## src/robot_motion_pkg.sv

```systemverilog
package robot_motion_pkg;

	////////////////////////////////////////////////////////////////////////////
	// Maneuvers requested by the planner
	////////////////////////////////////////////////////////////////////////////

	// Whole-robot movement, consumed by the drive encoder
	typedef enum logic [3:0] {
		NEUTRAL       = 4'd0,
		FORWARD       = 4'd1,
		REVERSE       = 4'd2,
		FORWARD_RIGHT = 4'd3,
		BACK_RIGHT    = 4'd4,
		FORWARD_LEFT  = 4'd5,
		BACK_LEFT     = 4'd6,
		SPIN_RIGHT    = 4'd7,
		SPIN_LEFT     = 4'd8
	} maneuver_t;

	////////////////////////////////////////////////////////////////////////////
	// Motor control word fields
	////////////////////////////////////////////////////////////////////////////

	// Direction field, bits 1:0 of a motor word
	typedef enum logic [1:0] {
		DIR_FORWARD = 2'd0,
		DIR_NEUTRAL = 2'd1,
		DIR_REVERSE = 2'd2
	} motor_dir_t;

	// Power field, bits 4:2 of a motor word
	// Duty cycle noted per level
	typedef enum logic [2:0] {
		PWR_13 = 3'd0,
		PWR_17 = 3'd1,
		PWR_25 = 3'd2,
		PWR_38 = 3'd3,
		PWR_50 = 3'd4,
		PWR_62 = 3'd5
	} power_t;

endpackage

```

## src/robot_nav_pkg.sv

```systemverilog
package robot_nav_pkg;

	////////////////////////////////////////////////////////////////////////////
	// Navigation commands and wall-following states
	////////////////////////////////////////////////////////////////////////////

	// Command codes from the route sequencer
	typedef enum logic [4:0] {
		NO_COMMAND = 5'h00,
		TURN_LEFT  = 5'h06,
		TURN_RIGHT = 5'h0C,
		STRAIGHT   = 5'h0E
	} command_t;

	// Side readings vs. the path distance, front reading named first
	typedef enum logic [2:0] {
		UNDETERMINED   = 3'd0,
		BOTH_EQUAL     = 3'd1,
		BOTH_LESS      = 3'd2,
		BOTH_GREATER   = 3'd3,
		F_LESS_B_GE    = 3'd4,
		F_GREATER_B_LE = 3'd5,
		F_EQUAL_B_NE   = 3'd6,
		GOAL           = 3'd7
	} wall_state_t;

	// Relation of one value to a reference
	typedef enum logic [1:0] {
		REL_LESS    = 2'd0,
		REL_EQUAL   = 2'd1,
		REL_GREATER = 2'd2
	} rel_t;

	// Default distance width and limits
	localparam int DIST_W_DEFAULT        = 8;
	localparam int CONTACT_LIMIT_DEFAULT = 3;
	localparam int GAP_LIMIT_DEFAULT     = 2;
	localparam int TURN_MARGIN_DEFAULT   = 10;

	// Range sensor reading at default width
	typedef logic [DIST_W_DEFAULT-1:0] dist_t;

endpackage

```

## src/range_flags_if.sv

```systemverilog
`timescale 1ns/100ps

// Registered comparison results, classifier to planner
interface range_flags_if
	import robot_nav_pkg::*;
();
	// One pulse per classified reading set
	logic flags_valid;
	logic goal_hit;
	logic any_contact;
	logic back_contact;
	// Side readings vs. path
	rel_t front_rel;
	rel_t back_rel;
	// Side gap, direction and size
	logic gap_sign;
	rel_t gap_rel;
	logic turn_done;

	modport producer (
		output flags_valid, goal_hit, any_contact, back_contact,
		output front_rel, back_rel, gap_sign, gap_rel, turn_done
	);

	modport consumer (
		input flags_valid, goal_hit, any_contact, back_contact,
		input front_rel, back_rel, gap_sign, gap_rel, turn_done
	);
endinterface

```

## src/range_classifier.sv

```systemverilog
`timescale 1ns/100ps

module range_classifier
	import robot_nav_pkg::*;
#(
	parameter int DIST_W        = DIST_W_DEFAULT,
	parameter int CONTACT_LIMIT = CONTACT_LIMIT_DEFAULT,
	parameter int GAP_LIMIT     = GAP_LIMIT_DEFAULT,
	parameter int TURN_MARGIN   = TURN_MARGIN_DEFAULT
) (
	input  logic              CLK,
	input  logic              rst,
	input  logic              meas_valid,
	input  logic [DIST_W-1:0] dist_front,
	input  logic [DIST_W-1:0] dist_side_front,
	input  logic [DIST_W-1:0] dist_side_back,
	input  logic [DIST_W-1:0] path,
	input  logic [DIST_W-1:0] dist_check,
	input  logic [1:0]        angle_dir,
	range_flags_if.producer   flags
);
	// Limits at reading width
	localparam logic [DIST_W-1:0] CONTACT_D = DIST_W'(CONTACT_LIMIT);
	localparam logic [DIST_W-1:0] GAP_D     = DIST_W'(GAP_LIMIT);
	localparam logic [DIST_W-1:0] MARGIN_D  = DIST_W'(TURN_MARGIN);

	logic              back_wider;
	logic [DIST_W-1:0] side_gap;
	logic [DIST_W-1:0] check_lead;

	// Three-way compare of a against b
	function automatic rel_t rel_of(input logic [DIST_W-1:0] a, input logic [DIST_W-1:0] b);
		if (a < b)
			return REL_LESS;
		else if (a == b)
			return REL_EQUAL;
		else
			return REL_GREATER;
	endfunction

	// Absolute side difference with the sign kept separately
	assign back_wider = dist_side_back > dist_side_front;
	assign side_gap   = back_wider ? dist_side_back - dist_side_front
	                               : dist_side_front - dist_side_back;

	// Wraps when front is beyond the check point
	assign check_lead = dist_check - dist_front;

	////////////////////////////////////////////////////////////////////////////
	// Strobe delay
	////////////////////////////////////////////////////////////////////////////

	always_ff @(posedge CLK) begin
		if (rst)
			flags.flags_valid <= 1'b0;
		else
			flags.flags_valid <= meas_valid;
	end

	////////////////////////////////////////////////////////////////////////////
	// Comparison registers loaded only on a new reading set
	////////////////////////////////////////////////////////////////////////////

	always_ff @(posedge CLK) begin
		if (meas_valid) begin
			flags.goal_hit     <= dist_front <= dist_check;
			// Any sensor closer than the contact limit
			flags.any_contact  <= (dist_front < CONTACT_D) || (dist_side_front < CONTACT_D) ||
			                      (dist_side_back < CONTACT_D);
			flags.back_contact <= dist_side_back < CONTACT_D;
			flags.front_rel    <= rel_of(dist_side_front, path);
			flags.back_rel     <= rel_of(dist_side_back, path);
			flags.gap_sign     <= back_wider;
			flags.gap_rel      <= rel_of(side_gap, GAP_D);
			// Turn ends near the check point or once heading is reached
			flags.turn_done    <= (check_lead <= MARGIN_D) || (angle_dir == 2'd0);
		end
	end

endmodule

```

## src/maneuver_planner.sv

```systemverilog
`timescale 1ns/100ps

module maneuver_planner
	import robot_motion_pkg::*;
	import robot_nav_pkg::*;
(
	input  logic            CLK,
	input  logic            rst,
	range_flags_if.consumer flags,
	input  logic            sw_manual,
	input  logic [4:0]      btn,
	input  command_t        command,
	input  logic            run_flag,
	output maneuver_t       maneuver,
	output logic            next_flag,
	output wall_state_t     wall_state
);
	maneuver_t   manual_mnv;
	wall_state_t entry_state;
	logic        state_holds;
	maneuver_t   steer_mnv;
	maneuver_t   contact_mnv;

	////////////////////////////////////////////////////////////////////////////
	// Manual drive from one-hot buttons
	////////////////////////////////////////////////////////////////////////////

	always_comb begin
		case (btn)
			5'd1:    manual_mnv = FORWARD_RIGHT;
			5'd2:    manual_mnv = REVERSE;
			5'd4:    manual_mnv = FORWARD;
			5'd8:    manual_mnv = FORWARD_LEFT;
			5'd16:   manual_mnv = SPIN_RIGHT;
			// No button or several at once
			default: manual_mnv = NEUTRAL;
		endcase
	end

	////////////////////////////////////////////////////////////////////////////
	// Wall-following decode
	////////////////////////////////////////////////////////////////////////////

	// State picked from UNDETERMINED, first match wins
	always_comb begin
		if (flags.front_rel == REL_EQUAL && flags.back_rel == REL_EQUAL)
			entry_state = BOTH_EQUAL;
		else if (flags.front_rel == REL_LESS && flags.back_rel == REL_LESS)
			entry_state = BOTH_LESS;
		else if (flags.front_rel == REL_GREATER && flags.back_rel == REL_GREATER)
			entry_state = BOTH_GREATER;
		else if (flags.front_rel == REL_LESS)
			entry_state = F_LESS_B_GE;
		else if (flags.front_rel == REL_GREATER)
			entry_state = F_GREATER_B_LE;
		else if (flags.back_rel == REL_LESS)
			entry_state = F_EQUAL_B_NE;
		else
			// Front equal, back greater stays unresolved
			entry_state = UNDETERMINED;
	end

	// Defining relation of the current state and its steering
	always_comb begin
		state_holds = 1'b0;
		steer_mnv   = NEUTRAL;
		case (wall_state)
			BOTH_EQUAL: begin
				state_holds = flags.front_rel == REL_EQUAL && flags.back_rel == REL_EQUAL;
				steer_mnv   = FORWARD;
			end
			F_LESS_B_GE: begin
				state_holds = flags.front_rel == REL_LESS && flags.back_rel != REL_LESS;
				steer_mnv   = BACK_RIGHT;
			end
			F_GREATER_B_LE: begin
				state_holds = flags.front_rel == REL_GREATER && flags.back_rel != REL_GREATER;
				steer_mnv   = FORWARD_LEFT;
			end
			F_EQUAL_B_NE: begin
				state_holds = flags.front_rel == REL_EQUAL && flags.back_rel != REL_EQUAL;
				steer_mnv   = FORWARD;
			end
			BOTH_GREATER: begin
				state_holds = flags.front_rel == REL_GREATER && flags.back_rel == REL_GREATER;
				// Back further out than front, pull the tail in
				if (flags.gap_sign && flags.gap_rel == REL_GREATER)
					steer_mnv = BACK_RIGHT;
				else if (flags.gap_sign && flags.gap_rel == REL_EQUAL)
					steer_mnv = FORWARD;
				else
					steer_mnv = FORWARD_LEFT;
			end
			BOTH_LESS: begin
				state_holds = flags.front_rel == REL_LESS && flags.back_rel == REL_LESS;
				// Mirror case, front further out than back
				if (!flags.gap_sign && flags.gap_rel == REL_GREATER)
					steer_mnv = FORWARD_LEFT;
				else if (!flags.gap_sign && flags.gap_rel == REL_EQUAL)
					steer_mnv = FORWARD;
				else
					steer_mnv = FORWARD_RIGHT;
			end
			default: begin
				// UNDETERMINED and GOAL handled in the FSM
				state_holds = 1'b0;
			end
		endcase
	end

	// Back away from contact, push forward if the tail is touching
	assign contact_mnv = ((wall_state == BOTH_GREATER || wall_state == F_GREATER_B_LE) &&
	                      flags.back_contact) ? FORWARD : BACK_RIGHT;

	////////////////////////////////////////////////////////////////////////////
	// Command FSM
	////////////////////////////////////////////////////////////////////////////

	always_ff @(posedge CLK) begin
		if (rst) begin
			maneuver   <= NEUTRAL;
			wall_state <= UNDETERMINED;
			next_flag  <= 1'b0;
		end else if (sw_manual) begin
			// Buttons every cycle, wall state kept
			maneuver <= manual_mnv;
		end else if (flags.flags_valid) begin
			case (command)
				STRAIGHT: begin
					if (!run_flag) begin
						maneuver <= NEUTRAL;
					end else if (flags.goal_hit) begin
						// Goal overrides everything
						maneuver   <= NEUTRAL;
						wall_state <= GOAL;
						next_flag  <= 1'b1;
					end else begin
						next_flag <= 1'b0;
						case (wall_state)
							UNDETERMINED: begin
								maneuver   <= NEUTRAL;
								wall_state <= entry_state;
							end
							GOAL: begin
								// Flag stays up for the sequencer
								maneuver   <= NEUTRAL;
								wall_state <= UNDETERMINED;
								next_flag  <= 1'b1;
							end
							default: begin
								if (flags.any_contact) begin
									maneuver <= contact_mnv;
								end else if (state_holds) begin
									maneuver <= steer_mnv;
								end else begin
									maneuver   <= NEUTRAL;
									wall_state <= UNDETERMINED;
								end
							end
						endcase
					end
				end
				TURN_RIGHT: begin
					next_flag <= 1'b0;
					if (!run_flag) begin
						maneuver <= NEUTRAL;
					end else if (flags.turn_done) begin
						maneuver  <= NEUTRAL;
						next_flag <= 1'b1;
					end else begin
						maneuver <= SPIN_RIGHT;
					end
				end
				NO_COMMAND: begin
					maneuver <= NEUTRAL;
				end
				default: begin
					// TURN_LEFT and unknown codes leave everything as is
					maneuver <= maneuver;
				end
			endcase
		end
	end

endmodule

```

## src/motor_drive_encoder.sv

```systemverilog
`timescale 1ns/100ps

module motor_drive_encoder
	import robot_motion_pkg::*;
(
	input  logic       CLK,
	input  logic       rst,
	input  maneuver_t  maneuver,
	input  logic [7:0] sw,
	output logic [4:0] mc1,
	output logic [4:0] mc2
);
	// mc1 drives the right motor, mc2 the left
	motor_dir_t dir_right;
	motor_dir_t dir_left;
	power_t     power;

	////////////////////////////////////////////////////////////////////////////
	// Maneuver to per-motor direction
	////////////////////////////////////////////////////////////////////////////

	always_comb begin
		case (maneuver)
			FORWARD: begin
				dir_right = DIR_FORWARD;
				dir_left  = DIR_FORWARD;
			end
			REVERSE: begin
				dir_right = DIR_REVERSE;
				dir_left  = DIR_REVERSE;
			end
			FORWARD_RIGHT: begin
				dir_right = DIR_NEUTRAL;
				dir_left  = DIR_FORWARD;
			end
			BACK_RIGHT: begin
				dir_right = DIR_REVERSE;
				dir_left  = DIR_NEUTRAL;
			end
			FORWARD_LEFT: begin
				dir_right = DIR_FORWARD;
				dir_left  = DIR_NEUTRAL;
			end
			BACK_LEFT: begin
				dir_right = DIR_NEUTRAL;
				dir_left  = DIR_REVERSE;
			end
			// Spins turn the wheels against each other
			SPIN_RIGHT: begin
				dir_right = DIR_REVERSE;
				dir_left  = DIR_FORWARD;
			end
			SPIN_LEFT: begin
				dir_right = DIR_FORWARD;
				dir_left  = DIR_REVERSE;
			end
			default: begin
				dir_right = DIR_NEUTRAL;
				dir_left  = DIR_NEUTRAL;
			end
		endcase
	end

	// Switch power levels 1 to 5, lowest level for anything else
	always_comb begin
		if (sw >= 8'd1 && sw <= 8'd5)
			power = power_t'(sw[2:0]);
		else
			power = PWR_13;
	end

	// Same power on both sides
	always_ff @(posedge CLK) begin
		if (rst) begin
			mc1 <= {PWR_13, DIR_NEUTRAL};
			mc2 <= {PWR_13, DIR_NEUTRAL};
		end else begin
			mc1 <= {power, dir_right};
			mc2 <= {power, dir_left};
		end
	end

endmodule

```

## src/direction_control.sv

```systemverilog
`timescale 1ns/100ps

module direction_control
	import robot_motion_pkg::*;
	import robot_nav_pkg::*;
#(
	parameter int DIST_W        = $bits(dist_t),
	parameter int CONTACT_LIMIT = CONTACT_LIMIT_DEFAULT,
	parameter int GAP_LIMIT     = GAP_LIMIT_DEFAULT,
	parameter int TURN_MARGIN   = TURN_MARGIN_DEFAULT
) (
	input  logic              CLK,
	input  logic              rst,
	input  logic [7:0]        sw,
	input  logic [4:0]        btn,
	input  logic [DIST_W-1:0] dist_front,
	input  logic [DIST_W-1:0] dist_side_front,
	input  logic [DIST_W-1:0] dist_side_back,
	input  logic [DIST_W-1:0] path,
	input  logic [DIST_W-1:0] dist_check,
	input  logic [1:0]        angle_dir,
	input  logic [4:0]        command,
	input  logic              run_flag,
	input  logic              meas_valid,
	output logic [4:0]        mc1,
	output logic [4:0]        mc2,
	output logic              next_flag,
	output logic [7:0]        led
);
	maneuver_t   maneuver;
	wall_state_t wall_state;

	range_flags_if flags_bus ();

	// Stage 1, reading compare
	range_classifier #(
		.DIST_W       (DIST_W),
		.CONTACT_LIMIT(CONTACT_LIMIT),
		.GAP_LIMIT    (GAP_LIMIT),
		.TURN_MARGIN  (TURN_MARGIN)
	) i_classifier (
		.CLK            (CLK),
		.rst            (rst),
		.meas_valid     (meas_valid),
		.dist_front     (dist_front),
		.dist_side_front(dist_side_front),
		.dist_side_back (dist_side_back),
		.path           (path),
		.dist_check     (dist_check),
		.angle_dir      (angle_dir),
		.flags          (flags_bus.producer)
	);

	// Stage 2, command and wall-following FSM
	maneuver_planner i_planner (
		.CLK       (CLK),
		.rst       (rst),
		.flags     (flags_bus.consumer),
		.sw_manual (sw[7]),
		.btn       (btn),
		.command   (command_t'(command)),
		.run_flag  (run_flag),
		.maneuver  (maneuver),
		.next_flag (next_flag),
		.wall_state(wall_state)
	);

	// Stage 3, motor words
	motor_drive_encoder i_encoder (
		.CLK     (CLK),
		.rst     (rst),
		.maneuver(maneuver),
		.sw      (sw),
		.mc1     (mc1),
		.mc2     (mc2)
	);

	// Wall state on the low LEDs
	assign led = {5'b00000, wall_state};

endmodule

```

## config.mk

```make
export PLATFORM = sky130hd
export DESIGN_NAME = direction_control
export DESIGN_NICKNAME = d
export VERILOG_FILES = /design/src/robot_motion_pkg.sv /design/src/robot_nav_pkg.sv /design/src/range_flags_if.sv /design/src/range_classifier.sv /design/src/maneuver_planner.sv /design/src/motor_drive_encoder.sv /design/src/direction_control.sv
export SDC_FILE = /design/constraint.sdc
export NUM_CORES = 1
export LEC_CHECK = 0
export ABC_AREA = 1
export BUFFER_PORTS_ARGS = -buffer_cell sky130_fd_sc_hd__buf_2
export CAP_MARGIN = 25
export CORE_MARGIN = 10
export CORE_UTILIZATION = 35
export CTS_CLUSTER_DIAMETER = 60
export DETAILED_ROUTE_END_ITERATION = 6
export PLACE_DENSITY_LB_ADDON = 0.15
export SETUP_SLACK_MARGIN = 0.2
export SLEW_MARGIN = 20
export SYNTH_ARGS = -nofsm -noshare
export SYNTH_HDL_FRONTEND = slang
export SYNTH_SLANG_ARGS = --single-unit
```

## constraint.sdc

```tcl
create_clock -name CLK -period 2.2 [get_ports CLK]
set_input_delay 0.33 -clock CLK [delete_from_list [all_inputs] [get_ports CLK]]
set_output_delay 0.33 -clock CLK [all_outputs]
set_load 0.02 [all_outputs]
```

; Word level (Yosys, flattened, before mapping)
; Memories as Yosys holds them, arrays and structs flattened. A register that Yosys moved wholly into a read port is not among the register bits.
; Index checks and enable logic that the tools add are counted.
[word_totals]
regBits = 30
rom_bits = 64
input_bits = 64
output_inout_bits = 19
word_cells = 128
mem_count = 1
[mem_list]
columns = memory, depth, width, rd, rd_ports_with_merged_regs, write_ports, line_no
row1 = (no name shown), 16, 4, 1, 1, 0, motor_drive_encoder.sv:23  ; case (maneuver)
[classes]
n_addsub = 3
order_cmp = 11
eq_ne = 28
muxes = 39
n_bitwise = 1
reduce_logical = 31
[ops]
columns = cell, count
row1 = two-way mux 4 bit, 10
row2 = two-way mux 3 bit, 13
row3 = < comparator 8 x 2 -> 1 bit (second input constant), 4
row4 = subtractor 8 bit, 3
row5 = one-hot mux 4 bit (5 select lines), 1
row6 = equality test 8 bit, 2
row7 = < comparator 8 bit, 2
row8 = equality test 5 x 4 -> 1 bit (second input constant), 3
row9 = one-hot mux 3 bit (5 select lines), 1
row10 = equality test 3 bit (second input constant), 4
row11 = logical AND 1 bit, 12
row12 = one-hot mux 4 bit (3 select lines), 1
row13 = equality test 8 x 2 -> 1 bit (second input constant), 1
row14 = >= comparator 8 x 1 -> 1 bit (second input constant), 1
row15 = > comparator 8 bit, 1
row16 = less-or-equal comparator 8 x 3 -> 1 bit (second input constant), 1
row17 = less-or-equal comparator 8 x 4 -> 1 bit (second input constant), 1
row18 = less-or-equal comparator 8 bit, 1
row19 = two-way mux 2 bit, 4
row20 = two-way mux 8 bit, 1
row21 = equality test 2 x 1 -> 1 bit (second input constant), 3
row22 = equality test 2 bit (second input constant), 3
row23 = equality test 3 x 2 -> 1 bit (second input constant), 2
row24 = zero test 2 bit, 3
row25 = 24 further kinds, 35

; Longest topological paths before layout
; Gate-level depths: netlist (run 1).
[logic_depth]
ltp_word = 13
mapped_depth = 16
depth_no_buf = 15

; Cells and area by module
; Synthesis (run 1) repeated with hierarchy kept, for this count alone.
[hier_totals]
hier_cells = 541
hier_area_um2 = 3349.5
[modules_own_cells]
columns = module, instances, cells_each, area_each_um2, seq_area_each_um2
row1 = range_classifier, 1, 329, 2113.3, 350.3
row2 = maneuver_planner, 1, 159, 854.6, 140.1
row3 = motor_drive_encoder, 1, 47, 340.3, 140.1
row4 = direction_control, 1, 6, 41.3, 0.0

; Worst setup path after synthesis (run 1)
; No wires, ideal clock.
[synth_path]
kind = input port to flip-flop
from = input dist_side_back[0]
to = register i_classifier.flags.gap_rel[1] (data pin)
setup_ns = 0.261
t_arrival_ns = 1.733
required_ns = 1.939
slack_ns = 0.205
stages = 14
n_path_buf = 0
path_cell_list = inv_1 ha_1 inv_1 fa_1 nand2_1 nand2_2 nand2_2 nand2_2 nand2_4 inv_4 nand2_1 nand2_1 nor2_1 nand3_1
[synth_between]
elab_chain_cells = 4
word_cells_on_any_way = 7
classes_between = 2 x add/sub / 2 x order compare / 1 x eq/ne / 2 x mux
[synth_lines]
columns = element, line_no
row1 = "start, declared", direction_control.sv:18  ; input logic [DIST_W-1:0] dist_side_back,
row2 = > comparator 8 bit (*), range_classifier.sv:42  ; assign back_wider = dist_side_back > dist_side_front;
row3 = named net i_classifier.back_wider, range_classifier.sv:27  ; logic back_wider;
row4 = two-way mux 8 bit (*), range_classifier.sv:43  ; assign side_gap = back_wider ? dist_side_back - dist_side_front
row5 = branches (longest 2 deep; another with < comparator 8 x 2 -> 1 bit), --
row6 = "end signal, assigned", range_classifier.sv:74  ; flags.gap_rel <= rel_of(side_gap, GAP_D);
row7 = "end, declared", range_flags_if.sv:22  ; output front_rel, back_rel, gap_sign, gap_rel, turn_done
; Mark *: on every way through the listed nets, which the timed path passes.
; A chain may end at the register's enable or synchronous reset.

; Final worst setup path (run 1)
[layout_path]
from = input dist_side_back[0]
to = register i_classifier.flags.gap_rel[0] (data pin)
[layout_between]
elab_chain_cells = 4
word_cells_on_any_way = 7
classes_between = 2 x add/sub / 2 x order compare / 1 x eq/ne / 2 x mux
[layout_lines]
columns = element, line_no
row1 = "subtractor 8 bit, or another cell as far along", range_classifier.sv:44  ; : dist_side_front - dist_side_back;
row2 = two-way mux 8 bit (*), range_classifier.sv:43
row3 = branches (longest 2 deep; another with < comparator 8 x 2 -> 1 bit), --
; Mark *: on every way between the ends.

==> metrics, run 1 <==
RSZ-0062 raised after global routing=false; HP Class=in -> reg; TritonCTS buffer count=3; Synth Register Bits=26; internal power=984 uW; Post-DRT Antenna Nets=0; CP startpoint kind=input port; pre-CTS worst setup slack=0.0203 ns; largest net degree at the start of global routing=15; Tmin final=1.90 ns; distinct cell type count after synthesis=40; layout cell share with drive strength beyond 1=23.2%; crit-path max FO=6; ys flop type=dfxtp_1; Mean Syn Cell Area=6.53 sq um; clk_lat worst skew=0.27 ns; worst r2r src=i_classifier.flags.back_rel[1]$_SDFFCE_PN0P_; status=complete, no violations; Routed WL per cell=12.4 um; Psw=568 uW; Post-synth top cells=106 x nand2_1, 91 x inv_1, 52 x nor2_1; reg2reg setup slack=0.60 ns; Combinational Power Share=44.5%; PortBufs=77; fill count=912; synth top area cells=ha_1 16%, nand2_1 12%, inv_1 11%, edfxtp_1 10%, dfxtp_1 9.4%; grt ovf=0; Worst Path Arrival=1.94 ns; critical path data required time=2.24 ns; top-count cell post-synth=nand2_1; All-Layer GR Usage=12.5%; sequential share of power=35.7%; highest clock rate=0.526 GHz; deepest clock path buffer count=2; Vias/cell=4.74; Hold Startpoint=sw[0]; Diodes inserted=0; max-cap check violation count=0; Slew Viols, Final=0; Clock Sinks=26; Hold WS=0.294 ns; Worst Skew=0.00317 ns; footprint of the multi-input gates=2220 sq um; asr flop ratio synth=0%; die height=116 um; final hold vios=0; Pwr per Cell Area=396 nW/um^2; GP Congestion=0.881; CTS Root Cell=clkbuf_8; met1 Track Usage GR=15.9%; vias in the first global route=3297; Post-Synthesis Cells=490; total negative setup slack=0 ns; top cell type's share of synthesized area=16.0%; Switching Share=36.6%; nets=690; cts hold-fix bufs=0; final setup vio count=0; Die X=116 um; Initial Utilization=36.4%; floorplan row count=34; first-pass GRT wire length=14200 um; GRT busiest layer=met2; Core Area=8810 sq um; Setup CP Type=in -> reg; area of the die=13400 sq um; DRT iter0 DRCs=137; Post-synth EDFFs=11; CP Capture Type=flop; WL final=8530 um; clock power share=19.8%; vias post-DR=3265; crit share post-route=86.4%; Reg area=631 sq um; TritonCTS clock tree=built; DR DRC count=0; clock-pin slew on the worst setup and hold paths=0.09 ns; Max IR drop VDD=0.227 mV; Synth area leader=ha_1; mapped cell area=3200 sq um; Top Ports=83; Synth warnings=0; Area growth syn-to-layout=22.5%; global-route met3 utilization=2.48%; First-pass DRT Iterations=4; hpwl dp=7520 um; final worst slack=0.300 ns; critical path startpoint=dist_side_back[0]; met2 Resource Use GR=22.0%; initial antenna violation count=0; post-synthesis sequential area ratio=19.7%; H-tree depth=1; Leak=0.00211 uW
flip-flops by register name, indices dropped and copies added, names as in the netlist, 2 cells and up:
| register | cells |
|---|---|
| i_classifier.flags.back_rel | 2 |
| i_encoder.mc2 | 5 |
| i_planner.wall_state | 3 |
| i_classifier.flags.gap_rel | 2 |
| i_classifier.flags.front_rel | 2 |
| i_planner.maneuver | 3 |
| i_encoder.mc1 | 2 |
power groups by stage:
stage          combinational (uW)  sequential (uW)  clock [uW]
2_1_floorplan                 443              568           0
4_1_cts                       655              554         324
6_report                      691              553         307
5_1_grt                       792              559         343
3_5_place_dp                  652              565           0
3_3_place_gp                  644              565           0
cells by family (layout without fill, tap and decap cells):
logic type               count (synthesis)  in the layout  synth area share [%]
AND/OR/NAND/NOR                        226            226                  31.4
other                                    1              5                 0.117
XOR/XNOR                                14             14                  3.83
buffers and inverters                  107            194                  14.1
flip-flops                              26             26                  19.7
AO/OA/AOI/OAI                           72             72                  12.9
adder cells (fa/ha/maj)                 44             44                  17.9
cell type report:
| class | count | share of cell area [%] |
|---|---|---|
| multi-input cells | 361 | 56.7 |
| flip-flops and latches | 26 | 16.1 |
| repair buffers | 95 | 13.3 |
| inverters | 95 | 9.15 |
| well taps | 108 | 3.44 |
| clock buffers | 4 | 1.40 |
layout by cell type (no fill, tap or decap), drive strengths merged:
master,instances
nand2,114
inv,95
buf,95
nor2,55
ha,41
a21oi,33
nand3,30
o21ai,23
dfxtp,15
edfxtp,11
xor2,10
nand4,8
nor4,7
nor3,7
conb,5
xnor2,4
clkbuf,4
o21a,3
o211ai,3
or2,3
fa,3
o2111ai,2
nand3b,2
a31oi,2
o311ai,2
a41oi,1
a21o,1
a2111oi,1
a211oi,1
stage by stage:
step / cell area, sq um / power (uW) / std cells / util [%]
final: 3920 / 1550 / 689 / 44.5
after global placement: 3760 / 1210 / 683 / 42.7
after floorplan: 3220 / 1010 / 494 / -
after CTS: 3820 / 1530 / 687 / 43.4
after global routing: 3920 / 1690 / 689 / 44.5
after detailed placement: 3760 / 1220 / 683 / 42.7
critical path, stage by stage:
cell     delay [ns]
buf_2          0.12
inv_1          0.08
ha_2           0.19
inv_2          0.05
fa_2           0.35
nand2_1        0.09
nand2_2        0.07
nand2_2        0.07
nand2_2        0.07
nand2_4        0.11
buf_4          0.14
nand2_1        0.06
nand2_1        0.08
nor2_2         0.05
nand2_1        0.06
nor2_1         0.04
per-layer routing:
layer | vias to the layer above | routed length (um)
met3 | 4 | 412
met5 | - | 0
met2 | 67 | 4040
li1 | 1750 | -
met4 | 0 | 50
met1 | 1444 | 4030
timing repair:
action                                 4_1_cts  5_1_grt
endpoints found under the hold margin        0        0
buffers inserted                             0        2
gates resized for setup                      0       19
setup endpoints to repair                    0        2
worst paths after layout:
path | cells past startpoint | to
setup / recovery | 16 | i_classifier.flags.gap_rel[0]$_SDFFCE_PN0P_
hold / removal | 3 | i_encoder.mc2[2]$_SDFF_PP0_
setup reg to reg | 11 | i_planner.wall_state[1]$_SDFFE_PP0P_
hold reg to reg | 1 | i_encoder.mc2[0]$_SDFF_PP1_
Power figures use the tool's default switching activity.
==> run 2, diff against run 1 <==
==> constraint.sdc (replaced) <==
create_clock -name CLK -period 2.45 [get_ports CLK]
set_input_delay 0.3675 -clock CLK [delete_from_list [all_inputs] [get_ports CLK]]
set_output_delay 0.3675 -clock CLK [all_outputs]
set_load 0.02 [all_outputs]
==> metrics, run 2 (synthesis results as in run 1) <==
H-tree depth=1; All-Layer GR Usage=12.1%; Worst Path Arrival=2.06 ns; first-pass GRT wire length=13700 um; grt ovf=0; Top Ports=83; die height=116 um; Worst Path Buf+Inv=4; highest clock rate=0.492 GHz; cts hold-fix bufs=0; worst r2r src=i_planner.wall_state[1]$_SDFFE_PP0P_; vias in the first global route=3157; TritonCTS clock tree=built; floorplan row count=34; Tmin final=2.03 ns; HP Class=in -> reg; Max IR drop VDD=0.207 mV; CP Capture Type=flop; layout cell share with drive strength beyond 1=18.7%; slew of the pin with the lowest slew margin=0.633 ns; post_cts resized=0; Core Area=8810 sq um; total negative setup slack=0 ns; Die X=116 um; final hold vios=0; crit share post-route=82.9%; reg2reg setup slack=0.84 ns; registers with the most flip-flops=i_encoder.mc2 (5), i_planner.maneuver (3), i_planner.wall_state (3); max-cap check violation count=0; Vias/cell=4.74; clock-pin slew on the worst setup and hold paths=0.09 ns; GP Congestion=0.908; status=complete, no violations; Diodes inserted=0; critical path, cell by cell=buf_2 > inv_1 > ha_1 > inv_1 > fa_1 > nand2_1 > nand2_2 > nand2_2 > nand2_2 > nand2_4 > inv_4 > nand2_1 > nand2_1 > nor2_1 > nand3_1; largest net degree at the start of global routing=15; Hold EP=i_encoder.mc2[2]$_SDFF_PP0_; nets=672; final non-filler cell total=671; Top reg by flops=i_encoder.mc2; Layout Cell Area excl Fill=3700 sq um; final worst slack=0.419 ns; Psw=498 uW; area of the die=13400 sq um; pre-CTS worst setup slack=0.106 ns; crit-path max FO=9; max_slew headroom=56.7%; Post-DRT Antenna Nets=0; critical path data required time=2.48 ns; RSZ-0062 raised after global routing=false; TritonCTS buffer count=3; clock power share=21.1%; most frequent cells in the layout=106 x nand2_1, 91 x inv_1, 77 x buf_2; First-pass DRT Iterations=4; Largest stage delay, worst path=0.42 ns; Clock Sinks=26; Finished Core Util=42.0%; Initial Utilization=36.4%; Worst R2R End=i_planner.wall_state[1]$_SDFFE_PP0P_; CP max-delay cell=fa_1; Routed WL per cell=12.3 um; Leak=0.00202 uW; hpwl dp=7280 um; sequential share of power=37.2%; PortBufs=77; CTS Root Cell=clkbuf_8; deepest clock path buffer count=2; Placed Instance Area=3640 sq um; Pwr per Cell Area=362 nW/um^2; Hold Startpoint=sw[0]; clk_lat worst skew=0.27 ns; final setup vio count=0; Setup Fix Bufs, Post-CTS=0; Setup CP Type=in -> reg; Switching Share=37.2%; vias post-DR=3183; Combinational Power Share=41.7%; CP startpoint kind=input port; Area growth syn-to-layout=15.5%; worst r2r path cells=10; hold depth=3; delay-heaviest family, CP=simple AND/OR/NAND/NOR gates; initial antenna violation count=0; internal power=840 uW; commonest non-fill, non-tap cell in the layout=nand2_1; placed insts=667; DRT iter0 DRCs=160; Slew Viols, Final=0; WL final=8240 um; max reg flops=5; Worst Skew=0.00135 ns; DR DRC count=0
[run 2: cell count changes in the layout (fill, tap and decap cells not counted), sizes merged]
cell,change
buf,-18
[run 2: cell type report]
type | count | area (sq um)
fillers | 930 | 5110
clock buffers | 4 | 55.1
well taps | 108 | 135
multi-input cells | 361 | 2130
inverters | 95 | 359
flip-flops and latches | 26 | 631
repair buffers | 77 | 385
[run 2: routing by layer]
layer / routed length (um) / track usage (%) / share of wire (%)
met3: 415 / 2.27 / 5.0
met1: 3930 / 15.2 / 48
met4: 93 / 2.09 / 1.1
met2: 3800 / 21.3 / 46
met5: 0 / 0 / 0
[run 2: worst reg2reg max path, stage by stage (launching register included)]
cell and delay, ns:
dfxtp_1 0.49, inv_2 0.08, nand3_1 0.15, nor2_1 0.08, nor2_2 0.09, nand3_2 0.13, o21ai_2 0.21, nand3_2 0.13
nand2_1 0.08, nand2_1 0.04, nor2_1 0.07
[run 2: stage by stage]
stage | total power (uW) | hold slack, ns
global route | 1450 | 0.334
finish | 1340 | 0.333
CTS | 1350 | 0.332
floorplan | 908 | 0.439
global placement | 1060 | 0.490
detailed placement | 1070 | 0.498
[run 2: worst max path at each step]
stage                      start                                           to  slack [ns]  cells past startpoint
5_1_grt        dist_side_back[0]  i_classifier.flags.gap_rel[1]$_SDFFCE_PN0P_        0.25                     15
2_1_floorplan  dist_side_back[0]  i_classifier.flags.gap_rel[1]$_SDFFCE_PN0P_        0.42                     14
3_5_place_dp   dist_side_back[0]  i_classifier.flags.gap_rel[1]$_SDFFCE_PN0P_        0.11                     15
4_1_cts        dist_side_back[0]  i_classifier.flags.gap_rel[1]$_SDFFCE_PN0P_        0.41                     15
6_report       dist_side_back[0]  i_classifier.flags.gap_rel[1]$_SDFFCE_PN0P_        0.42                     15
3_3_place_gp   dist_side_back[0]  i_classifier.flags.gap_rel[1]$_SDFFCE_PN0P_        0.19                     15
[run 2: power by group through the flow]
stage / logic (uW) / clock network, uW / registers, uW
3_3_place_gp: 554 / 0 / 508
2_1_floorplan: 398 / 0 / 510
4_1_cts: 561 / 288 / 497
3_5_place_dp: 558 / 0 / 507
6_report: 558 / 282 / 498
5_1_grt: 645 / 301 / 502
==> run 3, diff against run 2 <==
--- a/config.mk
+++ b/config.mk
@@ -5,7 +5,7 @@
 export SDC_FILE = /design/constraint.sdc
 export NUM_CORES = 1
 export LEC_CHECK = 0
-export ABC_AREA = 1
+export ABC_AREA = 0
 export BUFFER_PORTS_ARGS = -buffer_cell sky130_fd_sc_hd__buf_2
 export CAP_MARGIN = 25
 export CORE_MARGIN = 10
==> constraint.sdc (replaced) <==
create_clock -name CLK -period 2 [get_ports CLK]
set_input_delay 0.3 -clock CLK [delete_from_list [all_inputs] [get_ports CLK]]
set_output_delay 0.3 -clock CLK [all_outputs]
set_load 0.02 [all_outputs]
==> metrics, run 3 <==
Clock Sinks=26; final total power=1860 uW; max_slew headroom=59.0%; Area growth syn-to-layout=47.9%; Post-synth EDFFs=11; Synth Register Bits=26; Worst Path Arrival=2.69 ns; pre-CTS worst setup slack=-1.10 ns; Slew Viols, Final=0; Combinational Power Share=46.0%; All-Layer GR Usage=13.1%; first-pass GRT wire length=14200 um; commonest non-fill, non-tap cell in the layout=buf_2; Worst Skew=0.00815 ns; Mean Syn Cell Area=8.14 sq um; Psw=613 uW; asr flop ratio synth=0%; Switching Share=33.0%; most frequent cells in the layout=73 x buf_2, 70 x buf_4, 38 x inv_1; area of the die=12300 sq um; Top Ports=83; RSZ-0062 raised after global routing=true; clk_lat worst skew=0.28 ns; Die X=111 um; deepest clock path buffer count=2; clock power share=21.3%; registers with the most flip-flops=i_encoder.mc2 (5), i_planner.maneuver (3), i_planner.wall_state (3); PortBufs=77; Post-synth top cells=43 x inv_1, 41 x ha_1, 28 x a21oi_1; Vias/cell=4.91; final non-filler cell total=606; mapped cell area=2900 sq um; Pwr per Cell Area=434 nW/um^2; clock-pin slew on the worst setup and hold paths=0.10 ns; Diodes inserted=0; post-synthesis sequential area ratio=21.8%; Routed WL per cell=13.9 um; Max IR drop VDD=0.333 mV; sequential share of power=32.7%; final hold vios=0; Setup CP Type=in -> reg; DRT iter0 DRCs=74; grt ovf=0; final setup vio count=2; Initial Utilization=35.6%; Synth warnings=0; TritonCTS buffer count=3; fill count=785; TritonCTS clock tree=built; CTS Root Cell=clkbuf_8; crit-path max FO=4; synth top area cells=ha_1 18%, edfxtp_1 11%, dfxtp_1 10%, inv_1 5.6%, a21oi_1 4.8%; largest net degree at the start of global routing=16; HP Class=in -> reg; ys flop type=dfxtp_1; initial antenna violation count=0; distinct cell type count after synthesis=55; violations in the final reports=setup timing; top-count cell post-synth=inv_1; WL final=8450 um; total negative setup slack=-1.27 ns; vias post-DR=2978; top cell type's share of synthesized area=17.7%; Tmin final=2.68 ns; highest clock rate=0.374 GHz; nets=610; Leak=0.00207 uW; die height=111 um; CP Capture Type=flop; critical path data required time=2.02 ns; placed insts=591; Synth area leader=ha_1; status=finished with violations; max-cap check violation count=0; slew of the pin with the lowest slew margin=0.600 ns; GP Congestion=0.833; hpwl dp=7170 um; DR DRC count=0; max reg flops=5; floorplan row count=33; Post-DRT Antenna Nets=0; First-pass DRT Iterations=4; Core Area=8130 sq um; layout cell share with drive strength beyond 1=41.9%; Post-Synthesis Cells=356; Top reg by flops=i_encoder.mc2; final worst slack=-0.677 ns; internal power=1250 uW; H-tree depth=1; CP startpoint kind=input port; vias in the first global route=3205; crit share post-route=134%
## run 3: cell types whose count changed after synthesis, moves of 7 or more
cell      previous run  this run
nand2_1            106         7
inv_1               91        43
nor2_1              52        24
nand3_1             27         4
nor2b_1              0        16
o21ai_0             21         9
nand2b_1             0         9
a21o_1               1         8
nand2_2              7         0
xnor2_1              4        11
## run 3: cell families (layout without fill, tap and decap cells)
logic type | Yosys count | after routing | share of synthesized area [%]
mux | 7 | 7 | 2.46
buf+inv | 59 | 200 | 8.72
flops | 26 | 26 | 21.8
xor+xnor | 15 | 15 | 4.53
fa+ha+maj | 44 | 44 | 19.8
other cells | 1 | 5 | 0.129
compound gates | 96 | 96 | 22.0
simple gates | 108 | 108 | 20.6
## run 3: timing repair
item | 4_1_cts | 5_1_grt
setup endpoints to repair | 12 | 14
hold buffers | 0 | 0
pin swaps | 27 | 11
gates cloned | 0 | 0
hold endpoints to repair | 0 | 0
gates resized for setup | 31 | 17
setup buffers | 11 | 0
## run 3: power groups by stage
stage                     Sequential [uW]  Combinational [uW]  Clock, uW
after floorplan                       618                 442          0
after global placement                618                 740          0
after detailed placement              620                 751          0
after CTS                             608                 830        405
after global routing                  614                 945        427
final                                 609                 855        397
## run 3: cell type report
cell class | instances | area, sq um | share of cell area [%]
Timing Repair Buffer | 151 | 990 | 23.1
Clock buffer | 4 | 66.3 | 1.55
Multi-Input combinational cell | 275 | 2280 | 53.2
Inverter | 45 | 184 | 4.29
Tap cell | 105 | 131 | 3.06
Sequential cell | 26 | 633 | 14.8
## run 3: through the flow
| stage | utilization (%) | hold WS (ns) | cell area, sq um |
|---|---|---|---|
| 3_3_place_gp | 48.3 | 0.466 | 3930 |
| 4_1_cts | 51.6 | 0.219 | 4190 |
| 2_1_floorplan | - | 0.372 | 3030 |
| 5_1_grt | 52.7 | 0.223 | 4290 |
| 6_report | 52.7 | 0.218 | 4290 |
| 3_5_place_dp | 48.3 | 0.482 | 3930 |
## run 3: per-layer routing
layer | share of wire [%] | vias up | track usage (%)
met5 | 0 | - | 0
met4 | 1.6 | 0 | 3.47
met3 | 3.5 | 10 | 1.79
met2 | 50 | 56 | 23.6
met1 | 45 | 1355 | 15.8
li1 | - | 1557 | -
## run 3: final timing paths
check                                                             startpoint                                           to  slack [ns]  cells after the start
worst max-delay path                                      dist_side_front[3]  i_classifier.flags.gap_rel[1]$_SDFFCE_PN0P_       -0.68                     11
worst min-delay path                                                   sw[0]                  i_encoder.mc2[2]$_SDFF_PP0_        0.22                      2
worst max register to register  i_classifier.flags.back_rel[1]$_SDFFCE_PN0P_           i_planner.maneuver[0]$_SDFFE_PP0P_        0.13                      6
worst min register to register              i_planner.next_flag$_SDFFE_PP0P_             i_planner.next_flag$_SDFFE_PP0P_        0.50                      2
## run 3: worst max-delay path, stage by stage
cell	delay, ns
buf_2	0.09
inv_1	0.06
ha_1	0.36
a21oi_2	0.23
a21oi_4	0.10
o211a_1	0.25
or3_1	0.36
nand2b_4	0.15
a21boi_2	0.13
xnor2_1	0.12
or4_1	0.52
